<file path="src/rtl/id_pkg.sv">
`default_nettype none

package id_pkg;

    // ------------------------------------------------------------------------
    // Widths
    // ------------------------------------------------------------------------
    localparam int DATA_W     = 32;
    localparam int INST_W     = 32;
    localparam int REG_ADDR_W = 5;
    localparam int NUM_REGS   = 32;

    typedef logic [DATA_W-1:0]     word_t;
    typedef logic [INST_W-1:0]     inst_t;
    typedef logic [REG_ADDR_W-1:0] reg_addr_t;
    typedef logic [7:0]            alu_op_t;
    typedef logic [2:0]            alu_sel_t;

    localparam reg_addr_t NOP_REG_ADDR = '0;

    // ------------------------------------------------------------------------
    // Primary opcodes, instruction bits 31:26
    // ------------------------------------------------------------------------
    localparam logic [5:0] OP_SPECIAL = 6'b000000;
    localparam logic [5:0] OP_ADDI    = 6'b001000;
    localparam logic [5:0] OP_ADDIU   = 6'b001001;
    localparam logic [5:0] OP_SLTI    = 6'b001010;
    localparam logic [5:0] OP_SLTIU   = 6'b001011;
    localparam logic [5:0] OP_ANDI    = 6'b001100;
    localparam logic [5:0] OP_ORI     = 6'b001101;
    localparam logic [5:0] OP_XORI    = 6'b001110;
    localparam logic [5:0] OP_LUI     = 6'b001111;

    // Function field of SPECIAL, bits 5:0
    localparam logic [5:0] FN_SLL  = 6'b000000;
    localparam logic [5:0] FN_SRL  = 6'b000010;
    localparam logic [5:0] FN_SRA  = 6'b000011;
    localparam logic [5:0] FN_SLLV = 6'b000100;
    localparam logic [5:0] FN_SRLV = 6'b000110;
    localparam logic [5:0] FN_SRAV = 6'b000111;
    localparam logic [5:0] FN_MOVZ = 6'b001010;
    localparam logic [5:0] FN_MOVN = 6'b001011;
    localparam logic [5:0] FN_ADD  = 6'b100000;
    localparam logic [5:0] FN_ADDU = 6'b100001;
    localparam logic [5:0] FN_SUB  = 6'b100010;
    localparam logic [5:0] FN_SUBU = 6'b100011;
    localparam logic [5:0] FN_AND  = 6'b100100;
    localparam logic [5:0] FN_OR   = 6'b100101;
    localparam logic [5:0] FN_XOR  = 6'b100110;
    localparam logic [5:0] FN_NOR  = 6'b100111;
    localparam logic [5:0] FN_SLT  = 6'b101010;
    localparam logic [5:0] FN_SLTU = 6'b101011;

    // ------------------------------------------------------------------------
    // Operations handed to execute
    // ------------------------------------------------------------------------
    localparam alu_op_t ALU_NOP   = 8'b0000_0000;
    localparam alu_op_t ALU_SRL   = 8'b0000_0010;
    localparam alu_op_t ALU_SRA   = 8'b0000_0011;
    localparam alu_op_t ALU_MOVZ  = 8'b0000_1010;
    localparam alu_op_t ALU_MOVN  = 8'b0000_1011;
    localparam alu_op_t ALU_ADD   = 8'b0010_0000;
    localparam alu_op_t ALU_ADDU  = 8'b0010_0001;
    localparam alu_op_t ALU_SUB   = 8'b0010_0010;
    localparam alu_op_t ALU_SUBU  = 8'b0010_0011;
    localparam alu_op_t ALU_AND   = 8'b0010_0100;
    localparam alu_op_t ALU_OR    = 8'b0010_0101;
    localparam alu_op_t ALU_XOR   = 8'b0010_0110;
    localparam alu_op_t ALU_NOR   = 8'b0010_0111;
    localparam alu_op_t ALU_SLT   = 8'b0010_1010;
    localparam alu_op_t ALU_SLTU  = 8'b0010_1011;
    localparam alu_op_t ALU_ADDI  = 8'b0101_0101;
    localparam alu_op_t ALU_ADDIU = 8'b0101_0110;
    localparam alu_op_t ALU_SLL   = 8'b0111_1100;

    // Result class picks the execute output mux
    localparam alu_sel_t RES_NOP   = 3'b000;
    localparam alu_sel_t RES_LOGIC = 3'b001;
    localparam alu_sel_t RES_SHIFT = 3'b010;
    localparam alu_sel_t RES_MOVE  = 3'b011;
    localparam alu_sel_t RES_ARITH = 3'b100;

endpackage

`default_nettype wire

</file>
<file path="src/rtl/reg_file.sv">
`default_nettype none

module reg_file
    import id_pkg::*;
(
    input  wire            clk,
    input  wire            reset_i,
    // Write port from writeback
    input  wire            we_i,
    input  wire reg_addr_t waddr_i,
    input  wire word_t     wdata_i,
    // Read ports steered by the decoder
    input  wire            re1_i,
    input  wire reg_addr_t raddr1_i,
    input  wire            re2_i,
    input  wire reg_addr_t raddr2_i,
    output word_t          rdata1_o,
    output word_t          rdata2_o
);

    word_t regs [NUM_REGS];

    always_ff @(posedge clk) begin
        if (reset_i) begin
            for (int i = 0; i < NUM_REGS; i++) begin
                regs[i] <= '0;
            end
        end else if (we_i && (waddr_i != NOP_REG_ADDR)) begin
            regs[waddr_i] <= wdata_i;
        end
    end

    // Register zero is hardwired, a pending write shows up in the same cycle
    function automatic word_t read_port(input logic re, input reg_addr_t addr);
        word_t data;
        if (!re || (addr == NOP_REG_ADDR)) begin
            data = '0;
        end else if (we_i && (addr == waddr_i)) begin
            data = wdata_i;
        end else begin
            data = regs[addr];
        end
        return data;
    endfunction

    always_comb begin
        rdata1_o = read_port(re1_i, raddr1_i);
    end

    always_comb begin
        rdata2_o = read_port(re2_i, raddr2_i);
    end

endmodule

`default_nettype wire

</file>
<file path="src/rtl/inst_decoder.sv">
`default_nettype none

module inst_decoder
    import id_pkg::*;
(
    input  wire            reset_i,
    input  wire inst_t     inst_i,
    // Second operand after forwarding, needed by MOVN and MOVZ
    input  wire word_t     rt_value_i,
    output alu_op_t        aluop_o,
    output alu_sel_t       alusel_o,
    output logic           reg1_read_o,
    output logic           reg2_read_o,
    output reg_addr_t      reg1_addr_o,
    output reg_addr_t      reg2_addr_o,
    output word_t          imm_o,
    output reg_addr_t      wd_o,
    output logic           wreg_o
);

    logic [5:0]  op;
    logic [5:0]  funct;
    reg_addr_t   rs;
    reg_addr_t   rt;
    reg_addr_t   rd;
    logic [4:0]  sa;
    logic [15:0] imm16;

    // Instruction format flags raised by the opcode case
    logic        rr_op;
    logic        shift_sa_op;
    logic        imm_op;
    logic        movn_sel;
    logic        movz_sel;
    logic        wreg_dec;

    assign op    = inst_i[31:26];
    assign rs    = inst_i[25:21];
    assign rt    = inst_i[20:16];
    assign rd    = inst_i[15:11];
    assign sa    = inst_i[10:6];
    assign funct = inst_i[5:0];
    assign imm16 = inst_i[15:0];

    // ------------------------------------------------------------------------
    // Opcode and function decode
    // ------------------------------------------------------------------------
    always_comb begin
        aluop_o     = ALU_NOP;
        alusel_o    = RES_NOP;
        reg1_read_o = 1'b0;
        reg2_read_o = 1'b0;
        reg1_addr_o = rs;
        reg2_addr_o = rt;
        wd_o        = NOP_REG_ADDR;
        imm_o       = '0;
        wreg_dec    = 1'b0;
        rr_op       = 1'b0;
        shift_sa_op = 1'b0;
        imm_op      = 1'b0;
        movn_sel    = 1'b0;
        movz_sel    = 1'b0;

        if (reset_i) begin
            reg1_addr_o = NOP_REG_ADDR;
            reg2_addr_o = NOP_REG_ADDR;
        end else begin
            case (op)
                OP_SPECIAL: begin
                    // Shifts by sa need rs zero, the others need sa zero
                    if (rs == NOP_REG_ADDR) begin
                        case (funct)
                            FN_SLL: begin
                                aluop_o     = ALU_SLL;
                                shift_sa_op = 1'b1;
                            end
                            FN_SRL: begin
                                aluop_o     = ALU_SRL;
                                shift_sa_op = 1'b1;
                            end
                            FN_SRA: begin
                                aluop_o     = ALU_SRA;
                                shift_sa_op = 1'b1;
                            end
                            default: begin
                            end
                        endcase
                    end
                    if (sa == 5'd0) begin
                        rr_op = 1'b1;
                        case (funct)
                            FN_AND:  {aluop_o, alusel_o} = {ALU_AND, RES_LOGIC};
                            FN_OR:   {aluop_o, alusel_o} = {ALU_OR, RES_LOGIC};
                            FN_XOR:  {aluop_o, alusel_o} = {ALU_XOR, RES_LOGIC};
                            FN_NOR:  {aluop_o, alusel_o} = {ALU_NOR, RES_LOGIC};
                            FN_ADD:  {aluop_o, alusel_o} = {ALU_ADD, RES_ARITH};
                            FN_ADDU: {aluop_o, alusel_o} = {ALU_ADDU, RES_ARITH};
                            FN_SUB:  {aluop_o, alusel_o} = {ALU_SUB, RES_ARITH};
                            FN_SUBU: {aluop_o, alusel_o} = {ALU_SUBU, RES_ARITH};
                            FN_SLT:  {aluop_o, alusel_o} = {ALU_SLT, RES_ARITH};
                            FN_SLTU: {aluop_o, alusel_o} = {ALU_SLTU, RES_ARITH};
                            FN_SLLV: {aluop_o, alusel_o} = {ALU_SLL, RES_SHIFT};
                            FN_SRLV: {aluop_o, alusel_o} = {ALU_SRL, RES_SHIFT};
                            FN_SRAV: {aluop_o, alusel_o} = {ALU_SRA, RES_SHIFT};
                            FN_MOVN: begin
                                aluop_o  = ALU_MOVN;
                                alusel_o = RES_MOVE;
                                movn_sel = 1'b1;
                            end
                            FN_MOVZ: begin
                                aluop_o  = ALU_MOVZ;
                                alusel_o = RES_MOVE;
                                movz_sel = 1'b1;
                            end
                            default: rr_op = 1'b0;
                        endcase
                    end
                end
                OP_ADDI: begin
                    {aluop_o, alusel_o} = {ALU_ADDI, RES_ARITH};
                    imm_op = 1'b1;
                    imm_o  = {{(DATA_W-16){imm16[15]}}, imm16};
                end
                OP_ADDIU: begin
                    {aluop_o, alusel_o} = {ALU_ADDIU, RES_ARITH};
                    imm_op = 1'b1;
                    imm_o  = {{(DATA_W-16){imm16[15]}}, imm16};
                end
                OP_SLTI: begin
                    {aluop_o, alusel_o} = {ALU_SLT, RES_ARITH};
                    imm_op = 1'b1;
                    imm_o  = {{(DATA_W-16){imm16[15]}}, imm16};
                end
                OP_SLTIU: begin
                    {aluop_o, alusel_o} = {ALU_SLTU, RES_ARITH};
                    imm_op = 1'b1;
                    imm_o  = {{(DATA_W-16){imm16[15]}}, imm16};
                end
                OP_ANDI: begin
                    {aluop_o, alusel_o} = {ALU_AND, RES_LOGIC};
                    imm_op = 1'b1;
                    imm_o  = {{(DATA_W-16){1'b0}}, imm16};
                end
                OP_ORI: begin
                    {aluop_o, alusel_o} = {ALU_OR, RES_LOGIC};
                    imm_op = 1'b1;
                    imm_o  = {{(DATA_W-16){1'b0}}, imm16};
                end
                OP_XORI: begin
                    {aluop_o, alusel_o} = {ALU_XOR, RES_LOGIC};
                    imm_op = 1'b1;
                    imm_o  = {{(DATA_W-16){1'b0}}, imm16};
                end
                // LUI is an OR of rs with the upper-half immediate
                OP_LUI: begin
                    {aluop_o, alusel_o} = {ALU_OR, RES_LOGIC};
                    imm_op = 1'b1;
                    imm_o  = {imm16, {(DATA_W-16){1'b0}}};
                end
                default: begin
                end
            endcase

            if (shift_sa_op) begin
                alusel_o    = RES_SHIFT;
                reg2_read_o = 1'b1;
                imm_o       = word_t'(sa);
                wd_o        = rd;
                wreg_dec    = 1'b1;
            end
            if (rr_op) begin
                reg1_read_o = 1'b1;
                reg2_read_o = 1'b1;
                wd_o        = rd;
                wreg_dec    = !(movn_sel || movz_sel);
            end
            if (imm_op) begin
                reg1_read_o = 1'b1;
                wd_o        = rt;
                wreg_dec    = 1'b1;
            end
        end
    end

    // Conditional moves resolve on the forwarded rt value
    assign wreg_o = wreg_dec
                  | (movn_sel && (rt_value_i != '0))
                  | (movz_sel && (rt_value_i == '0));

endmodule

`default_nettype wire

</file>
<file path="src/rtl/operand_forward.sv">
`default_nettype none

module operand_forward
    import id_pkg::*;
(
    input  wire            read_i,
    input  wire reg_addr_t addr_i,
    input  wire word_t     rf_data_i,
    input  wire word_t     imm_i,
    // Result in flight in execute
    input  wire            ex_wreg_i,
    input  wire reg_addr_t ex_wd_i,
    input  wire word_t     ex_wdata_i,
    // Result in flight in memory
    input  wire            mem_wreg_i,
    input  wire reg_addr_t mem_wd_i,
    input  wire word_t     mem_wdata_i,
    output word_t          operand_o
);

    logic ex_hit;
    logic mem_hit;

    assign ex_hit  = ex_wreg_i && (ex_wd_i == addr_i);
    assign mem_hit = mem_wreg_i && (mem_wd_i == addr_i);

    // Youngest result wins
    always_comb begin
        if (!read_i) begin
            operand_o = imm_i;
        end else if (ex_hit) begin
            operand_o = ex_wdata_i;
        end else if (mem_hit) begin
            operand_o = mem_wdata_i;
        end else begin
            operand_o = rf_data_i;
        end
    end

endmodule

`default_nettype wire

</file>
<file path="src/rtl/id_stage.sv">
`default_nettype none

module id_stage
    import id_pkg::*;
(
    input  wire            clk,
    input  wire            reset_i,
    input  wire inst_t     inst_i,
    // Writeback into the register file
    input  wire            wb_we_i,
    input  wire reg_addr_t wb_addr_i,
    input  wire word_t     wb_data_i,
    // Forwarding from execute
    input  wire            ex_wreg_i,
    input  wire reg_addr_t ex_wd_i,
    input  wire word_t     ex_wdata_i,
    // Forwarding from memory
    input  wire            mem_wreg_i,
    input  wire reg_addr_t mem_wd_i,
    input  wire word_t     mem_wdata_i,
    // To execute
    output alu_op_t        aluop_o,
    output alu_sel_t       alusel_o,
    output word_t          reg1_o,
    output word_t          reg2_o,
    output reg_addr_t      wd_o,
    output logic           wreg_o
);

    logic      reg1_read;
    logic      reg2_read;
    reg_addr_t reg1_addr;
    reg_addr_t reg2_addr;
    word_t     rf_data1;
    word_t     rf_data2;
    word_t     imm;

    reg_file u_reg_file (
        .clk      (clk),
        .reset_i  (reset_i),
        .we_i     (wb_we_i),
        .waddr_i  (wb_addr_i),
        .wdata_i  (wb_data_i),
        .re1_i    (reg1_read),
        .raddr1_i (reg1_addr),
        .re2_i    (reg2_read),
        .raddr2_i (reg2_addr),
        .rdata1_o (rf_data1),
        .rdata2_o (rf_data2)
    );

    inst_decoder u_decoder (
        .reset_i     (reset_i),
        .inst_i      (inst_i),
        .rt_value_i  (reg2_o),
        .aluop_o     (aluop_o),
        .alusel_o    (alusel_o),
        .reg1_read_o (reg1_read),
        .reg2_read_o (reg2_read),
        .reg1_addr_o (reg1_addr),
        .reg2_addr_o (reg2_addr),
        .imm_o       (imm),
        .wd_o        (wd_o),
        .wreg_o      (wreg_o)
    );

    // ------------------------------------------------------------------------
    // Operand selection, rs side and rt side
    // ------------------------------------------------------------------------
    operand_forward u_fwd_a (
        .read_i      (reg1_read),
        .addr_i      (reg1_addr),
        .rf_data_i   (rf_data1),
        .imm_i       (imm),
        .ex_wreg_i   (ex_wreg_i),
        .ex_wd_i     (ex_wd_i),
        .ex_wdata_i  (ex_wdata_i),
        .mem_wreg_i  (mem_wreg_i),
        .mem_wd_i    (mem_wd_i),
        .mem_wdata_i (mem_wdata_i),
        .operand_o   (reg1_o)
    );

    operand_forward u_fwd_b (
        .read_i      (reg2_read),
        .addr_i      (reg2_addr),
        .rf_data_i   (rf_data2),
        .imm_i       (imm),
        .ex_wreg_i   (ex_wreg_i),
        .ex_wd_i     (ex_wd_i),
        .ex_wdata_i  (ex_wdata_i),
        .mem_wreg_i  (mem_wreg_i),
        .mem_wd_i    (mem_wd_i),
        .mem_wdata_i (mem_wdata_i),
        .operand_o   (reg2_o)
    );

endmodule

`default_nettype wire

</file>
<file path="config.mk">
export PLATFORM = sky130hd
export DESIGN_NAME = id_stage
export DESIGN_NICKNAME = d
export VERILOG_FILES = /design/src/rtl/id_pkg.sv /design/src/rtl/reg_file.sv /design/src/rtl/inst_decoder.sv /design/src/rtl/operand_forward.sv /design/src/rtl/id_stage.sv
export SDC_FILE = /design/constraint.sdc
export NUM_CORES = 2
export LEC_CHECK = 0
export ABC_CLOCK_PERIOD_IN_PS = 8350
export BUFFER_PORTS_ARGS = -buffer_cell sky130_fd_sc_hd__buf_2
export CAP_MARGIN = 25
export CORE_MARGIN = 1.5
export CORE_UTILIZATION = 45
export DETAILED_ROUTE_END_ITERATION = 10
export HOLD_SLACK_MARGIN = 0.03
export PLACE_DENSITY = 0.61
export SETUP_SLACK_MARGIN = 0.05
export SLEW_MARGIN = 10
export SYNTH_ARGS = -nofsm -noshare
export SYNTH_HDL_FRONTEND = slang
export SYNTH_SLANG_ARGS = --single-unit
</file>
<file path="constraint.sdc">
create_clock -name clk -period 8.35 [get_ports clk]
set_input_delay 0.4175 -clock clk [delete_from_list [all_inputs] [get_ports clk]]
set_output_delay 0.4175 -clock clk [all_outputs]
set_load 0.01 [all_outputs]
</file>
After elaboration in Yosys (flattened, before gate mapping)
Memories as Yosys holds them, arrays and structs flattened.
Index checks and enable logic that the tools add are counted.
{"block": "totals", "wordCells": 137, "output_inout_bits": 81, "memories": 1, "register_bits": 0, "ramBits": 1024}
{"memory": "u_reg_file.regs", "depth": 32, "word_bits": 32, "read_ports": 2, "rd_ports_with_merged_regs": 0, "wr": 32, "line": "reg_file.sv:21", "text": "word_t regs [NUM_REGS];"}
{"block": "classes", "n_eq_ne": 31, "reduce_logical": 36, "mux": 67, "bitwise_logic": 2}
{"op": "32-bit 2-to-1 mux", "n": 13}
{"op": "8-bit case mux with 15 select lines", "n": 1}
{"op": "32-bit case mux with 3 select lines", "n": 1}
{"op": "8-bit case mux with 8 select lines", "n": 1}
{"op": "6-bit by 4-bit == test with 1-bit output, second input constant", "n": 10}
{"op": "6-bit == test, second input constant", "n": 10}
{"op": "1-bit 2-to-1 mux", "n": 35}
{"op": "5-bit 2-to-1 mux", "n": 7}
{"op": "32-bit zero test", "n": 1}
{"op": "32-bit nonzero test", "n": 1}
{"op": "32-bit OR reduction", "n": 1}
{"op": "5-bit == test", "n": 6}
{"op": "8-bit 2-to-1 mux", "n": 3}
{"op": "7-bit case mux with 3 select lines", "n": 1}
{"op": "5-bit zero test", "n": 4}
{"op": "6-bit by 3-bit == test with 1-bit output, second input constant", "n": 3}
{"op": "15-bit OR reduction", "n": 1}
{"op": "6-bit by 2-bit == test with 1-bit output, second input constant", "n": 2}
{"op": "6-bit zero test", "n": 2}
{"op": "3-bit case mux with 4 select lines", "n": 1}
{"op": "4-bit OR reduction", "n": 3}
{"op": "1-bit logical AND", "n": 9}
{"op": "3-bit 2-to-1 mux", "n": 3}
{"op": "3-bit case mux with 3 select lines", "n": 1}
{"op": "other kinds (8)", "n": 16}

Depth between registers and ports, before layout
{"block": "logic_depth", "word_depth": 19, "ltp_mapped": 21, "depth_no_buf": 12}

Cells and area by module
From an unflattened synthesis, not the netlist that was laid out.
{"block": "unflattened", "cells_unflattened": 4333, "area_unflattened_um2": 59160.5}
{"mod": "reg_file", "area_per_inst_um2": 55411.9, "cells_per_inst": 3848, "seq_area_each_um2": 30749.5, "n_inst": 1}
{"mod": "operand_forward", "area_per_inst_um2": 1337.5, "cells_per_inst": 161, "seq_area_each_um2": 0.0, "n_inst": 2}
{"mod": "inst_decoder", "area_per_inst_um2": 1073.5, "cells_per_inst": 163, "seq_area_each_um2": 0.0, "n_inst": 1}

Worst setup path before layout
OpenSTA, ideal clock, no wires.
{"block": "synth_path", "path_kind": "in2reg", "from": "input port reset_i", "to": "memory u_reg_file.regs[20][0] (netlist name), enable pin", "path_slack_ns": 3.337, "stages": 12, "t_arrival_ns": 4.548, "path_cell_list": "buf_4 buf_6 buf_6 buf_4 buf_4 buf_4 buf_2 buf_2 nor3b_1 nand3_1 clkbuf_1 o21ai_0"}
{"item": "start: declaration", "line": "id_stage.sv:7", "text": "input wire reset_i,"}
{"item": "end: declaration", "line": "reg_file.sv:21"}

Worst setup path in the final report
{"block": "layout_path", "from": "input port inst_i[17]", "to": "output port wreg_o"}
{"block": "layout_via", "elab_chain_len": 12, "word_cells_on_any_way": 21}
{"item": "start: declaration", "line": "id_stage.sv:8", "text": "input wire inst_t inst_i,"}
{"item": "5-bit 2-to-1 mux (*)", "line": "inst_decoder.sv:64", "text": "if (reset_i) begin"}
{"item": "branches (longest 5 deep; another with memory 32 x 32 bit)"}
{"item": "32-bit 2-to-1 mux (*)", "line": "operand_forward.sv:31", "text": "end else if (ex_hit) begin"}
{"item": "32-bit 2-to-1 mux (*)", "line": "operand_forward.sv:29", "text": "if (!read_i) begin"}
{"item": "32-bit nonzero test", "line": "inst_decoder.sv:187", "text": "| (movn_sel && (rt_value_i != '0))"}
{"item": "1-bit logical AND", "line": "inst_decoder.sv:187"}
{"item": "1-bit bitwise OR", "line": "inst_decoder.sv:187"}
{"item": "1-bit bitwise OR (*)", "line": "inst_decoder.sv:188", "text": "| (movz_sel && (rt_value_i == '0));"}
{"item": "end: declaration", "line": "id_stage.sv:27", "text": "output logic wreg_o"}
Every way passes the cells marked *.

==> run metrics <==
status=completed; Worst VDD drop=0.174 mV; slowest cell delay on critical path=0.71 ns; Top reg by flops=u_reg_file.regs; crit end category=output port; RSZ-0062 raised after global routing=false; Max-Cap Viols=0; largest registers=u_reg_file.regs (1024); residual DRC count=0; Die H=366 um; cell taking the most area after synthesis=edfxtp_1; Initial Util=45.2%; top-area cell type share of the netlist area=51.8%; CTS H-Tree Depth=3; post-synthesis xor/xnor area fraction=0.310%; Synth area leaders=edfxtp_1 52%, and2_1 11%, mux2i_1 6.0%; Die Wd=366 um; crit path cell chain=buf_6 -> buf_4 -> nor2_1 -> nor2_1 -> nor3_1 -> o221ai_4 -> buf_4 -> o2111ai_1 -> nor4_1 -> o21ai_0 -> nor4_2 -> nand2_1 -> nand4bb_1 -> xor2_1 -> o31ai_2 -> buf_2; CTS tree=done; dpl hpwl=174000 um; DR iter-0 viols=10022; fin crit share=76.0%; port bufs=227; post-cts resize count=0; Synth warnings=0; kind of critical path=in2out; fin. max-slew vios=0; post-synthesis mux area share=8.99%; Placement Rows=133; Most used DFF post-synth=edfxtp_1; via-per-instance ratio=7.02; fin area=0.0662 mm2; Final setup viols=0; FILL cells=11436; CTS buffer count=111; final net count=5716; Netlist cell types=94; Post-synth ARST share=0%; largest net degree at the start of global routing=114; CP Max Fanout=61; All-Layer GR Usage=40.4%; Reg clk slew, reported paths=0.06 ns; most numerous cell in the Yosys netlist=edfxtp_1; Post-Synth Adder-Cell Area=0%; DR pass1 iterations=9; largest family of logic cells by synthesized area=simple AND/OR/NAND/NOR gates; min cycle time layout=6.35 ns; number of hold buffers added after CTS=0; share of layout cells above drive strength 1=14.5%; PwrDens=199 mW/mm2; EDFF count, synth=1024; Final Hold Viols=0; Leakage Power=23.9 nW; mean area per synthesized cell=10.6 um2; post-synthesis sequential area ratio=51.8%; global route total overflow=0; Final ANT Viol Nets=0; Worst Tran Pin Value=1.27 ns; Die ar.=0.134 mm2; Worst Path Required=7.93 ns; GPL Wtd Cong=1.06; area grow syn2layout=11.5%; synthesis-stage register bit count=1024; fraction of the mapped netlist area in compound gates=14.4%; Max Clk Rate=0.158 GHz; Routed WL per cell=37.7 um; first-pass GRT wire length=383000 um; Slowest-stage cell, CP=nor4_1; HP Class=in2reg; max reg flops=1024; Post-CTS Setup Bufs=0; total core area=0.131 mm2; post-route setup TNS=0 ns; relative slew slack=14.4%; antenna violations before repair=25; maximum clock path buffer count=3; Syn Std Cell Area=0.0594 mm2; Synth Area in Simple Gates=19.9%; Area after DPL=0.0624 mm2; CTS Root Cell=clkbuf_16; clk sink count=1024; Routed WL=280000 um; Post-synth top cells=1024 x edfxtp_1, 1000 x and2_1, 556 x nand2_1, 408 x clkbuf_1, 358 x mux2i_1; Ports=229; vias in the first global route=48210; CP Data Arrival Time=5.93 ns; CP Launch Type=primary input; Mapped Cells=5589; detailed-route via count=52122
[worst max-delay path: cells and delay by family]
kind | cells | cell delay (ns)
buffers and inverters | 4 | 1.73
AND/OR/NAND/NOR | 7 | 2.05
XOR/XNOR | 1 | 0.25
AO/OA/AOI/OAI | 4 | 1.37
[final timing paths]
| check | start | endpoint | slack, ns | depth (start not counted) |
|---|---|---|---|---|
| min | reset_i | u_reg_file.regs[0][31] | 0.23 | 1 |
| max | inst_i[17] | wreg_o | 2.00 | 16 |
[where the power goes]
group          switching, W  internal [W]  total (W)
clock network       0.00219       0.00301    0.00520
registers          0.000161       0.00594    0.00610
logic               0.00137      0.000517    0.00189
[final cells by class]
type,instances,area (um2),share of cell area (%)
clock inverter,66,815,1.23
antenna,16,40.0,0.0605
timing repair buffer,427,2790,4.21
multi-input combinational,3973,26600,40.2
clock buffer,135,2890,4.36
inverter,31,119,0.179
tap,1755,2200,3.32
sequential,1024,30700,46.4
[through the flow]
step | setup WS (ns) | hold WS, ns | instances | power, W | util [%]
2_1_floorplan | 3.34 | 0.616 | 5621 | 0.00713 | -
4_1_cts | 2.45 | 0.182 | 7404 | 0.0131 | 50.4
3_3_place_gp | 2.43 | 0.961 | 7198 | 0.00795 | 47.5
5_1_grt | 2.10 | 0.212 | 7412 | 0.0134 | 50.4
3_5_place_dp | 2.47 | 0.967 | 7203 | 0.00797 | 47.5
6_report | 2.00 | 0.230 | 7427 | 0.0132 | 50.4
[routing by layer]
metal  part of all wire [%]  up-vias  track usage (%)  wire (um)
li1                       -    20756                -          -
met1                     35    25318             50.8      98600
met2                     42     4863             58.2     116000
met3                     16     1169             15.1      43400
met4                    7.6       16             26.2      21400
met5                  0.039        -                0        109
[cell usage in the layout, fill, tap and decap left out, types with 20 or more instances in the layout]
cell type / count
nand3_1: 197
a22o_1: 34
inv_1: 28
clkinv_1: 20
mux2_2: 79
o22ai_1: 108
conb_1: 33
a32oi_1: 25
a31oi_1: 20
a221o_1: 37
nor4_1: 22
clkbuf_16: 112
buf_4: 182
mux4_2: 35
clkbuf_1: 23
nand4_1: 85
nor2_1: 186
a32o_1: 37
nor2_2: 36
buf_2: 223
nor2b_1: 28
nor3_1: 61
a211oi_1: 77
nand2_1: 551
and2_1: 1000
o221ai_1: 131
a221oi_1: 60
edfxtp_1: 1024
mux2i_1: 358
o21ai_4: 32
a22oi_1: 53
o21ai_0: 151
a21oi_1: 234
o311ai_0: 29
[cell families (layout without fill, tap and decap cells)]
family                 Yosys count  after routing
AO/OA/AOI/OAI                 1197           1197
XOR/XNOR                        21             21
buffers and inverters          624            659
other                            1             49
multiplexers                   478            478
AND/OR/NAND/NOR               2244           2244
flip-flops                    1024           1024
Note: power is estimated with default switching activity, not from simulation.
